`src/logic/apuPkg.sv`:
```
`default_nettype none

package apuPkg;

	// ########################################################################
	// Widths
	// ########################################################################

	localparam int levelBits = 8;

	typedef logic [levelBits-1:0] levelT;
	typedef logic [10:0] periodT;
	typedef logic [3:0] volumeT;
	typedef logic [1:0] dutyT;
	typedef logic [7:0] addrT;
	typedef logic [31:0] dataT;

	// ########################################################################
	// Register map
	// ########################################################################

	localparam addrT regPulse0 = 8'h00;
	localparam addrT regPulse1 = 8'h04;
	localparam addrT regMaster = 8'h08;
	localparam addrT regGpioOut = 8'h0C;
	localparam addrT regGpioDir = 8'h10;
	localparam addrT regGpioIn = 8'h14;
	localparam addrT regIrqStat = 8'h18;
	localparam addrT regIrqMask = 8'h1C;

	// Writable bits of the wide registers
	localparam dataT pulseMask = 32'h000F_37FF;
	localparam dataT masterMask = 32'h0000_010F;

	localparam logic [1:0] respOkay = 2'd0;
	localparam logic [1:0] respSlvErr = 2'd2;

	// ########################################################################
	// Audio constants
	// ########################################################################

	// Entry 0 is 12.5 %, entry 3 is the inverted 25 % pattern
	localparam logic [3:0][7:0] dutyTable = {
		8'b10011111,
		8'b01111000,
		8'b01100000,
		8'b01000000
	};

	// Periods below this are ultrasonic, channel is muted
	localparam periodT minPeriod = 11'd8;

	// (15 + 15) * 15 / 2
	localparam levelT maxLevel = 8'd225;

	typedef struct packed {
		periodT period;
		dutyT duty;
		volumeT volume;
	} pulseCfgT;

	typedef struct packed {
		logic awvalid;
		addrT awaddr;
		logic wvalid;
		dataT wdata;
		logic [3:0] wstrb;
		logic bready;
		logic arvalid;
		addrT araddr;
		logic rready;
	} axiReqT;

	typedef struct packed {
		logic awready;
		logic wready;
		logic bvalid;
		logic [1:0] bresp;
		logic arready;
		logic rvalid;
		dataT rdata;
		logic [1:0] rresp;
	} axiRspT;

	typedef enum logic [1:0] {
		idle,
		writeResp,
		readResp
	} busStateT;

endpackage

`default_nettype wire

```
`src/logic/apuBusRegs.sv`:
```
`timescale 1ns/10ps
`default_nettype none

module apuBusRegs
	import apuPkg::*;
(
	input wire clk,
	input wire arstN,
	input wire axiReqT axiReq,
	output axiRspT axiRsp,
	output pulseCfgT pulseCfg0,
	output pulseCfgT pulseCfg1,
	output volumeT masterVol,
	output logic audioEn,
	output logic [7:0] ioOut,
	output logic [7:0] ioDir,
	input wire [7:0] ioSync,
	input wire [7:0] ioRise,
	output logic irqN
);

	busStateT state;
	dataT pulseReg0, pulseReg1, masterReg;
	logic [7:0] irqStat, irqMask, irqClr;
	logic wrAccept, rdAccept, wrHit, rdHit;
	dataT rdMux, rdata;
	logic [1:0] bresp, rresp;

	// Byte-lane merge of a write into an existing register image
	function automatic dataT mergeStrb(dataT old, dataT data, logic [3:0] strb, dataT mask);
		dataT merged;
		merged = old;
		for (int b = 0; b < 4; b++) begin
			if (strb[b])
				merged[8*b +: 8] = data[8*b +: 8];
		end
		return merged & mask;
	endfunction

	function automatic pulseCfgT toCfg(dataT r);
		pulseCfgT cfg;
		cfg.period = r[10:0];
		cfg.duty = r[13:12];
		cfg.volume = r[19:16];
		return cfg;
	endfunction

	// ########################################################################
	// Handshake
	// ########################################################################

	// Write wins when both channels request in the same cycle
	assign wrAccept = (state == idle) && axiReq.awvalid && axiReq.wvalid;
	assign rdAccept = (state == idle) && axiReq.arvalid && !wrAccept;

	always_ff @(posedge clk or negedge arstN) begin
		if (!arstN) begin
			state <= idle;
		end else begin
			case (state)
				idle: begin
					if (wrAccept)
						state <= writeResp;
					else if (rdAccept)
						state <= readResp;
				end
				writeResp: if (axiReq.bready) state <= idle;
				readResp: if (axiReq.rready) state <= idle;
				default: state <= idle;
			endcase
		end
	end

	always_ff @(posedge clk or negedge arstN) begin
		if (!arstN) begin
			bresp <= respOkay;
			rdata <= '0;
			rresp <= respOkay;
		end else begin
			if (wrAccept)
				bresp <= wrHit ? respOkay : respSlvErr;
			if (rdAccept) begin
				rdata <= rdMux;
				rresp <= rdHit ? respOkay : respSlvErr;
			end
		end
	end

	always_comb begin
		axiRsp.awready = wrAccept;
		axiRsp.wready = wrAccept;
		axiRsp.bvalid = state == writeResp;
		axiRsp.bresp = bresp;
		axiRsp.arready = rdAccept;
		axiRsp.rvalid = state == readResp;
		axiRsp.rdata = rdata;
		axiRsp.rresp = rresp;
	end

	// ########################################################################
	// Address decode and register file
	// ########################################################################

	// GPIO input is read-only, so it is not a write target
	always_comb begin
		case (axiReq.awaddr)
			regPulse0, regPulse1, regMaster, regGpioOut, regGpioDir, regIrqStat, regIrqMask:
				wrHit = 1'b1;
			default:
				wrHit = 1'b0;
		endcase
	end

	always_comb begin
		rdHit = 1'b1;
		rdMux = '0;
		case (axiReq.araddr)
			regPulse0: rdMux = pulseReg0;
			regPulse1: rdMux = pulseReg1;
			regMaster: rdMux = masterReg;
			regGpioOut: rdMux = dataT'(ioOut);
			regGpioDir: rdMux = dataT'(ioDir);
			regGpioIn: rdMux = dataT'(ioSync);
			regIrqStat: rdMux = dataT'(irqStat);
			regIrqMask: rdMux = dataT'(irqMask);
			default: rdHit = 1'b0;
		endcase
	end

	always_ff @(posedge clk or negedge arstN) begin
		if (!arstN) begin
			pulseReg0 <= '0;
			pulseReg1 <= '0;
			masterReg <= '0;
			ioOut <= '0;
			ioDir <= '0;
			irqMask <= '0;
		end else if (wrAccept) begin
			case (axiReq.awaddr)
				regPulse0:
					pulseReg0 <= mergeStrb(pulseReg0, axiReq.wdata, axiReq.wstrb, pulseMask);
				regPulse1:
					pulseReg1 <= mergeStrb(pulseReg1, axiReq.wdata, axiReq.wstrb, pulseMask);
				regMaster:
					masterReg <= mergeStrb(masterReg, axiReq.wdata, axiReq.wstrb, masterMask);
				regGpioOut: if (axiReq.wstrb[0]) ioOut <= axiReq.wdata[7:0];
				regGpioDir: if (axiReq.wstrb[0]) ioDir <= axiReq.wdata[7:0];
				regIrqMask: if (axiReq.wstrb[0]) irqMask <= axiReq.wdata[7:0];
				default: ;
			endcase
		end
	end

	// ########################################################################
	// Interrupts
	// ########################################################################

	assign irqClr = (wrAccept && axiReq.awaddr == regIrqStat && axiReq.wstrb[0]) ?
		axiReq.wdata[7:0] : 8'd0;

	// A new edge beats a simultaneous clear
	always_ff @(posedge clk or negedge arstN) begin
		if (!arstN)
			irqStat <= '0;
		else
			irqStat <= (irqStat & ~irqClr) | ioRise;
	end

	assign irqN = ~|(irqStat & irqMask);

	assign pulseCfg0 = toCfg(pulseReg0);
	assign pulseCfg1 = toCfg(pulseReg1);
	assign masterVol = masterReg[3:0];
	assign audioEn = masterReg[8];

	bHold: assert property (@(posedge clk) disable iff (!arstN)
		axiRsp.bvalid && !axiReq.bready |=> axiRsp.bvalid);

	oneOutstanding: assert property (@(posedge clk) disable iff (!arstN)
		!(axiRsp.bvalid && axiRsp.rvalid));

endmodule

`default_nettype wire

```
`src/logic/apuPulse.sv`:
```
`timescale 1ns/10ps
`default_nettype none

module apuPulse
	import apuPkg::*;
(
	input wire clk,
	input wire arstN,
	input wire pulseCfgT cfg,
	output volumeT chanLevel
);

	periodT timer;
	logic [2:0] step;
	logic [2:0] bitSel;
	logic reload;
	logic patternBit;
	logic audible;

	// ########################################################################
	// Period timer and step pointer
	// ########################################################################

	// Reload every period + 1 clocks
	assign reload = timer == '0;

	always_ff @(posedge clk or negedge arstN) begin
		if (!arstN) begin
			timer <= '0;
			step <= '0;
		end else if (reload) begin
			timer <= cfg.period;
			step <= step + 3'd1;
		end else begin
			timer <= timer - 11'd1;
		end
	end

	// ########################################################################
	// Duty sequencer output
	// ########################################################################

	// Pattern is played MSB first
	assign bitSel = 3'd7 - step;
	assign patternBit = dutyTable[cfg.duty][bitSel];
	assign audible = cfg.period >= minPeriod;

	always_ff @(posedge clk or negedge arstN) begin
		if (!arstN)
			chanLevel <= '0;
		else if (patternBit && audible)
			chanLevel <= cfg.volume;
		else
			chanLevel <= '0;
	end

endmodule

`default_nettype wire

```
`src/logic/apuMixer.sv`:
```
`timescale 1ns/10ps
`default_nettype none

module apuMixer
	import apuPkg::*;
(
	input wire clk,
	input wire arstN,
	input wire volumeT chan0,
	input wire volumeT chan1,
	input wire volumeT masterVol,
	input wire audioEn,
	output levelT level
);

	logic [4:0] chanSum;
	logic [8:0] scaled;
	levelT halved;

	// Up to 30 * 15 = 450 before halving
	assign chanSum = {1'b0, chan0} + {1'b0, chan1};
	assign scaled = chanSum * masterVol;
	assign halved = scaled[8:1];

	always_ff @(posedge clk or negedge arstN) begin
		if (!arstN)
			level <= '0;
		else if (audioEn)
			level <= halved;
		else
			level <= '0;
	end

	levelRange: assert property (@(posedge clk) disable iff (!arstN)
		level <= maxLevel);

endmodule

`default_nettype wire

```
`src/logic/apuPwm.sv`:
```
`timescale 1ns/10ps
`default_nettype none

module apuPwm
	import apuPkg::*;
#(
	parameter int N = levelBits
) (
	input wire clk,
	input wire arstN,
	input wire en,
	input wire [N-1:0] cmp,
	output logic q
);

	logic [N-1:0] cnt;
	logic [N-1:0] cmpLatched;
	logic [N-1:0] frameCmp;

	// ########################################################################
	// Frame counter
	// ########################################################################

	always_ff @(posedge clk or negedge arstN) begin
		if (!arstN)
			cnt <= '0;
		else if (en)
			cnt <= cnt + 1'b1;
		else
			cnt <= '0;
	end

	// New compare value only at the frame start
	always_ff @(posedge clk or negedge arstN) begin
		if (!arstN)
			cmpLatched <= '0;
		else if (cnt == '0)
			cmpLatched <= cmp;
	end

	assign frameCmp = (cnt == '0) ? cmp : cmpLatched;

	always_ff @(posedge clk or negedge arstN) begin
		if (!arstN)
			q <= 1'b0;
		else
			q <= en && (cnt < frameCmp);
	end

endmodule

`default_nettype wire

```
`src/logic/gpioPort.sv`:
```
`timescale 1ns/10ps
`default_nettype none

module gpioPort (
	input wire clk,
	input wire arstN,
	input wire [7:0] ioOut,
	input wire [7:0] ioDir,
	input wire [7:0] pinIn,
	output logic [7:0] pinOut,
	output logic [7:0] pinOe,
	output logic [7:0] ioSync,
	output logic [7:0] ioRise
);

	logic [7:0] syncMeta;
	logic [7:0] prevIn;

	// ########################################################################
	// Output drive
	// ########################################################################

	// A set direction bit enables the pin driver
	always_ff @(posedge clk or negedge arstN) begin
		if (!arstN) begin
			pinOut <= '0;
			pinOe <= '0;
		end else begin
			pinOut <= ioOut;
			pinOe <= ioDir;
		end
	end

	// ########################################################################
	// Input synchronizer and edge capture
	// ########################################################################

	always_ff @(posedge clk or negedge arstN) begin
		if (!arstN) begin
			syncMeta <= '0;
			ioSync <= '0;
			prevIn <= '0;
			ioRise <= '0;
		end else begin
			syncMeta <= pinIn;
			ioSync <= syncMeta;
			prevIn <= ioSync;
			// Driven pins never report edges
			ioRise <= ioSync & ~prevIn & ~ioDir;
		end
	end

endmodule

`default_nettype wire

```
`src/logic/apuSystem.sv`:
```
`timescale 1ns/10ps
`default_nettype none

module apuSystem
	import apuPkg::*;
(
	input wire clk,
	input wire arstN,
	input wire axiReqT axiReq,
	output axiRspT axiRsp,
	input wire [7:0] pinIn,
	output logic [7:0] pinOut,
	output logic [7:0] pinOe,
	output logic irqN,
	output logic audio,
	output levelT led
);

	pulseCfgT pulseCfg0, pulseCfg1;
	volumeT masterVol;
	logic audioEn;
	logic [7:0] ioOut, ioDir, ioSync, ioRise;
	volumeT chanLevel0, chanLevel1;
	levelT level;

	apuBusRegs busRegs (
		.clk, .arstN,
		.axiReq, .axiRsp,
		.pulseCfg0, .pulseCfg1,
		.masterVol, .audioEn,
		.ioOut, .ioDir,
		.ioSync, .ioRise,
		.irqN
	);

	// Tone channels
	apuPulse pulse0 (.clk, .arstN, .cfg(pulseCfg0), .chanLevel(chanLevel0));
	apuPulse pulse1 (.clk, .arstN, .cfg(pulseCfg1), .chanLevel(chanLevel1));

	apuMixer mixer (
		.clk, .arstN,
		.chan0(chanLevel0), .chan1(chanLevel1),
		.masterVol, .audioEn,
		.level
	);

	// Audio pin
	apuPwm #(.N(levelBits)) pwm0 (.clk, .arstN, .en(1'b1), .cmp(level), .q(audio));

	gpioPort gpio (
		.clk, .arstN,
		.ioOut, .ioDir,
		.pinIn, .pinOut, .pinOe,
		.ioSync, .ioRise
	);

	assign led = level;

endmodule

`default_nettype wire

```
`config.mk`:
```
export PLATFORM = sky130hd
export DESIGN_NAME = apuSystem
export DESIGN_NICKNAME = d
export VERILOG_FILES = /design/src/logic/apuPkg.sv /design/src/logic/apuBusRegs.sv /design/src/logic/apuPulse.sv /design/src/logic/apuMixer.sv /design/src/logic/apuPwm.sv /design/src/logic/gpioPort.sv /design/src/logic/apuSystem.sv
export SDC_FILE = /design/constraint.sdc
export NUM_CORES = 1
export LEC_CHECK = 0
export ABC_AREA = 1
export BUFFER_PORTS_ARGS = -buffer_cell sky130_fd_sc_hd__buf_4
export CORE_MARGIN = 3
export CORE_UTILIZATION = 25
export DETAILED_ROUTE_END_ITERATION = 10
export GPL_TIMING_DRIVEN = 0
export PLACE_DENSITY = 0.43
export SETUP_SLACK_MARGIN = 0.02
export SLEW_MARGIN = 20
export SYNTH_ARGS = -nofsm -noshare
export SYNTH_HDL_FRONTEND = slang
export SYNTH_HIERARCHICAL = 1
export SYNTH_SLANG_ARGS = --single-unit
```
`constraint.sdc`:
```
create_clock -name clk -period 4.6 [get_ports clk]
set_input_delay 0.92 -clock clk [delete_from_list [all_inputs] [get_ports clk]]
set_output_delay 0.92 -clock clk [all_outputs]
set_load 0.02 [all_outputs]
```
==> metrics.txt, run 1 <==
Setup TNS=0 ps; final net count=1463; RSZ-0062 raised after global routing=no; worst r2r dst=mixer/level[5]; Hold Fails Final Rpt=0; Post-CTS Setup Repair Bufs=0; Clock Pin Slew Worst Setup and Hold Paths=roughly 60 ps; grt ovf=0; maximum net fanout on the critical path=2; # IOs=134; synthesized cell area=just over 10000 sq um; maximum clock path buffer count=3; pin count of the biggest net entering global routing=80; vias=7793; R2R Setup Slk=1200 ps; number of global-route vias before repair=approximately 7900; synthesized area per cell=between 8 and 9 sq um; initial core utilization=25.7%; Hold Crit Class=in2async; initial antenna violation count=0; Die X=207 um; H-tree depth=1; number of detailed-route iterations in the first pass=6; pwr/cell area=370 nW/um^2; input/output buffers=100; first-pass GRT wire length=44.1 mm; cells after synthesis=1203; Slew @ Worst Pin=a little under 900 ps; reg2reg path depth=13; Required @ worst endpoint=5020 ps; sequential share of the synthesized area=50.0%; proportion of synthesized area in mux cells=0%; endpoints failing setup=0; post-CTS resize count=0; unique cell type count in the Yosys netlist=42; crit path time final=~3400 ps; crit start category=flip-flop; leading area contributor after synthesis=dfrtp_1; Root Buffer=clkbuf_16; origin of the critical flop-to-flop path=pulse0/chanLevel[0]; layout cells sized above 1=18.5%; Final GP Congestion=0.799; area grow syn2layout=23.7%; synth cell count leaders=nand2_1, dfrtp_1, inv_1; Worst Skew=roughly 31 ps; Peak supply drop=249 uV; ys flop type=dfrtp_1; Num CTS Buffers=26; critical path arrival=3820 ps; CTS tree=built; Hold Buf Count CTS=0; hpwl dp=approximately 21 mm; Wirelength per Cell=14.5 um; placed cells=1843; Adder-Cell Fraction of Synth Area=5.87%; Warnings, synthesis=6; maxcap violations=0; remaining antenna violation count=0; crit share post-route=around 74%; DP Area=11600 sq um; asr flop ratio synth=100%; crit path kind=reg2reg; Core Area=slightly below 40000 sq um; die area=42700 sq um; CP Capture Type=flip-flop; Final Util=31.8%; largest family of logic cells by synthesized area=simple AND/OR/NAND/NOR gates; status=finished, final reports clean; GRT Overall Usage=between 10% and 20%; fmax=294 MHz; Synth Area in Compound Gates=7.51%; DRT iter0 DRCs=307; Post-synth EDFFs=0; Antenna diodes=0; Post-Synth Simple-Gate Area=26.0%; FP Rows=72; Die Y-Extent=207 um; P_leak=0.00660 uW; DRC errors left=0; Slew headroom=between 40% and 50%; Clock Sinks=201; top cells by area, synth=dfrtp_1, nand2_1, inv_1; design area=roughly 12000 sq um; Vias/cell=4.12; total wire length=27.3 mm; Max Slew Vio Count=0; Yosys reg bits=201; Finished Layout Cells=~1900; most common cell in the synthesized netlist=nand2_1; XOR/XNOR Fraction of Synth Area=1.03%; Yosys top cell area share=50.0%; Clock Latency Late Sink=550 ps
## power breakdown
part | switching [uW] | internal, uW
clock | 793 | 1200
combinational | 412 | 243
sequential | 82.6 | 1880
total | 1290 | 3320
## worst max path at each step
| stage | slack (ps) | endpoint | cells past startpoint | start |
|---|---|---|---|---|
| global placement | 990 | busRegs/rresp[1] | 1 | arstN |
| floorplan | 1400 | mixer/level[5] | 13 | pulse0/chanLevel[0] |
| global route | 980 | mixer/level[7] | 14 | pulse0/chanLevel[0] |
| detailed placement | 1250 | mixer/level[5] | 14 | pulse0/chanLevel[0] |
| CTS | 1190 | mixer/level[5] | 14 | pulse0/chanLevel[0] |
| finish | 1200 | mixer/level[5] | 13 | pulse0/chanLevel[0] |
## stage by stage
stage	power [uW]	setup slack [ps]	hold WS, ps
after floorplan	2420	1400	331
after detailed placement	2660	1250	335
after global routing	4870	980	326
after global placement	2650	988	333
final	4610	1200	301
after CTS	4700	1190	317
## critical path, stage by stage, from the launching register on
cell and delay [ps]:
dfrtp_1 360, ha_1 230, fa_1 400, xor2_1 210
nand2_1 100, fa_1 470, fa_1 540, inv_1 60
fa_1 440, nand2_1 90, nand2_1 70, and2_1 150
nor2_1 90, nor2_1 50
## routing by layer
layer,wire [um],vias to the layer above,global-route usage [%]
met1,12600,3592,17.5
met5,0,-,0
met3,1250,46,2.48
met2,12600,148,21.7
li1,-,4007,-
met4,823,0,3.88
## cells in the final DEF (no fill, tap or decap), types with 6 or more instances in the layout
cell,instances
nand2_1,361
dfrtp_1,201
inv_1,144
buf_4,124
nor2_1,107
nand3_1,84
o21ai_0,66
ha_1,36
o21ai_1,31
clkbuf_16,26
conb_1,22
nor2_2,18
o21ai_2,14
a21oi_1,14
inv_2,10
buf_2,8
clkbuf_1,8
nand2_4,7
fa_1,7
buf_6,6
nor2_4,6
clkbuf_8,6
xor2_1,6
## area by class of cell
cell class                      count  area [sq um]
Sequential cell                   201          5030
Timing Repair Buffer              102           813
Buffer                             42           329
Inverter                          161           624
Clock inverter                      8          92.6
Fill cell                        4169         26700
Tap cell                          518           648
Multi-Input combinational cell    819          4150
Clock buffer                       39           759
## registers in the layout, indices dropped and copies added (netlist names), 11 cells and up
register and cells:
busRegs/pulseReg1 17, pulse1/timer 11, busRegs/pulseReg0 17, pulse0/timer 11
busRegs/rdata 17
## cells by family (layout without fill, tap and decap cells)
group,after synthesis,after routing
buffers and inverters,203,352
AO/OA/AOI/OAI,135,135
XOR/XNOR,11,11
flip-flops,201,201
AND/OR/NAND/NOR,608,608
other,2,22
adder cells (fa/ha/maj),43,43
Note: power is estimated with default switching activity, not from simulation.
==> run 2, diff against run 1 <==
==> constraint.sdc (replaced) <==
create_clock -name clk -period 3.5 [get_ports clk]
set_input_delay 0.7 -clock clk [delete_from_list [all_inputs] [get_ports clk]]
set_output_delay 0.7 -clock clk [all_outputs]
set_load 0.02 [all_outputs]
==> run 2 against run 1 <==
- worst setup slack got worse by 980 ps
- clock skew fell by 1.9 ps
- via count rose by 0.14%
- flip-flop and latch count did not move
- non-clock buffer count did not move
- register-to-register slack got worse by 980 ps
- sequential share of layout area fell by 0.089 points
- sequential power rose by 31%
- combinational power rose by 31%
- maximum frequency rose by 3.5%
- hold slack got worse by 220 ps
==> metrics.txt, run 2 (synthesis results as in run 1) <==
DRT iter0 DRCs=332 (+8.1%); vias=7804 (+0.14%); input/output buffers=100 (unchanged); Slew @ Worst Pin=879 ps (-2.95 ps); Max Slew Vio Count=0 (unchanged); fill count=4161 (-0.19%); FP Rows=72 (unchanged); P_leak=0.00658 uW (-0.20%); H-tree depth=1 (unchanged); Wirelength per Cell=14.5 um (+0.22%); commonest non-fill, non-tap cell in the layout=nand2_1; post-CTS resize count=0 (unchanged); Required @ worst endpoint=3920 ps (-1100 ps); maximum net fanout on the critical path=2 (unchanged); Hold Fails Final Rpt=0 (unchanged); DRC errors left=0 (unchanged); initial antenna violation count=0 (unchanged); remaining antenna violation count=0 (unchanged); Final GP Congestion=0.799 (unchanged); status=finished, final reports clean; hpwl dp=20.7 mm (unchanged); Die X=207 um (unchanged); Antenna diodes=0 (unchanged); pin count of the biggest net entering global routing=80 (unchanged); crit path time final=3280 ps (-116 ps); Multi-input gate area=4180 sq um (+0.66%); area grow syn2layout=24.0%; CP Capture Type=flip-flop; Hold Buf Count CTS=0 (unchanged); largest registers=busRegs/pulseReg0: 17 flops, busRegs/pulseReg1: 17 flops, busRegs/rdata: 17 flops; fmax=305 MHz (+3.5%); critical path arrival=3700 ps (-120 ps); Core Area=39200 sq um (unchanged); maximum clock path buffer count=3 (unchanged); crit share post-route=93.8% (+20 points); RSZ-0062 raised after global routing=no; most frequent cells in the layout=nand2_1, dfrtp_1, inv_1; Clock Latency Late Sink=550 ps (about the same); Num CTS Buffers=26 (unchanged); grt ovf=0 (unchanged); Peak supply drop=327 uV (+31%); first-pass GRT wire length=44.1 mm (unchanged); number of detailed-route iterations in the first pass=5 (-1); Vias/cell=4.13 (+0.14%); endpoints failing setup=0 (unchanged); Hold Crit Class=in2async; Setup TNS=0 ps (unchanged); CTS tree=built; Clock Pin Slew Worst Setup and Hold Paths=60 ps (about the same); # IOs=134 (unchanged); final net count=1463 (unchanged); Overall Power=6060 uW (+31%); die area=42700 sq um (unchanged); crit path kind=reg2reg; Die Y-Extent=207 um (unchanged); pwr/cell area=486 nW/um^2 (+31%); maxcap violations=0 (unchanged); total wire length=27.4 mm (+0.22%); Post-CTS Setup Repair Bufs=0 (unchanged); Clock Sinks=201 (unchanged); layout cells sized above 1=18.9% (+0.36 points); Slew headroom=41.2% (+0.20 points); Root Buffer=clkbuf_16; GRT Overall Usage=13.1% (unchanged); register area=5030 sq um (unchanged); number of global-route vias before repair=7884 (unchanged); initial core utilization=25.7% (unchanged); crit start category=flip-flop; Final Util=31.8% (+0.070 points); Worst Skew=29.1 ps (-1.92 ps)
[run 2: report_power, final]
group	internal [uW]	switching, uW	total [uW]
combinational	319	541	860
sequential	2480	109	2590
clock	1570	1040	2620
total	4370	1690	6060
[run 2: routing by layer]
layer / vias up / global-route usage, % / routed length [um]
met2: 159 / 21.7 / 12700
met1: 3597 / 17.5 / 12700
met3: 45 / 2.48 / 1280
met4: 0 / 3.88 / 821
met5: - / 0 / 0
li1: 4003 / - / -
[run 2: worst paths after layout]
kind	from	endpoint	slack, ps	cells past startpoint
min in group clk	pinIn[5]	gpio/syncMeta[5]	260	1
worst min-delay path	arstN	pulse1/timer[7]	80	1
worst max register to register	pulse0/chanLevel[0]	mixer/level[5]	220	13
worst max-delay path	pulse0/chanLevel[0]	mixer/level[5]	220	13
max in group asynchronous	arstN	gpio/ioSync[3]	2690	2
worst min register to register	gpio/syncMeta[7]	gpio/ioSync[7]	340	0
[run 2: through the flow]
| step | area, sq um | hold WS, ps | instances | setup slack [ps] |
|---|---|---|---|---|
| 2_1_floorplan | 10100 | 331 | 1223 | 302 |
| 3_3_place_gp | 11500 | 333 | 1841 | 108 |
| 3_5_place_dp | 11600 | 335 | 1843 | 150 |
| 4_1_cts | 12400 | 97.1 | 1890 | 94.2 |
| 5_1_grt | 12500 | 106 | 1890 | 22.6 |
| 6_report | 12500 | 77.6 | 1890 | 218 |
[run 2: layout make-up]
type / count / share of cell area (%)
flip-flops and latches: 201 / 40.3
multi-input cells: 819 / 33.5
clock inverters: 8 / 0.742
repair buffers: 102 / 6.52
well taps: 518 / 5.19
clock buffers: 39 / 6.09
inverters: 161 / 5.00
plain buffers: 42 / 2.64
[run 2: critical path: stages (launching register included)]
cell and delay (ps):
dfrtp_1 370, ha_2 210, fa_2 390, xor2_2 160, nand2_1 90, fa_1 490, fa_1 540, inv_1 70
fa_2 390, nand2_1 80, nand2_1 70, and2_1 150, nor2_1 90, nor2_1 50
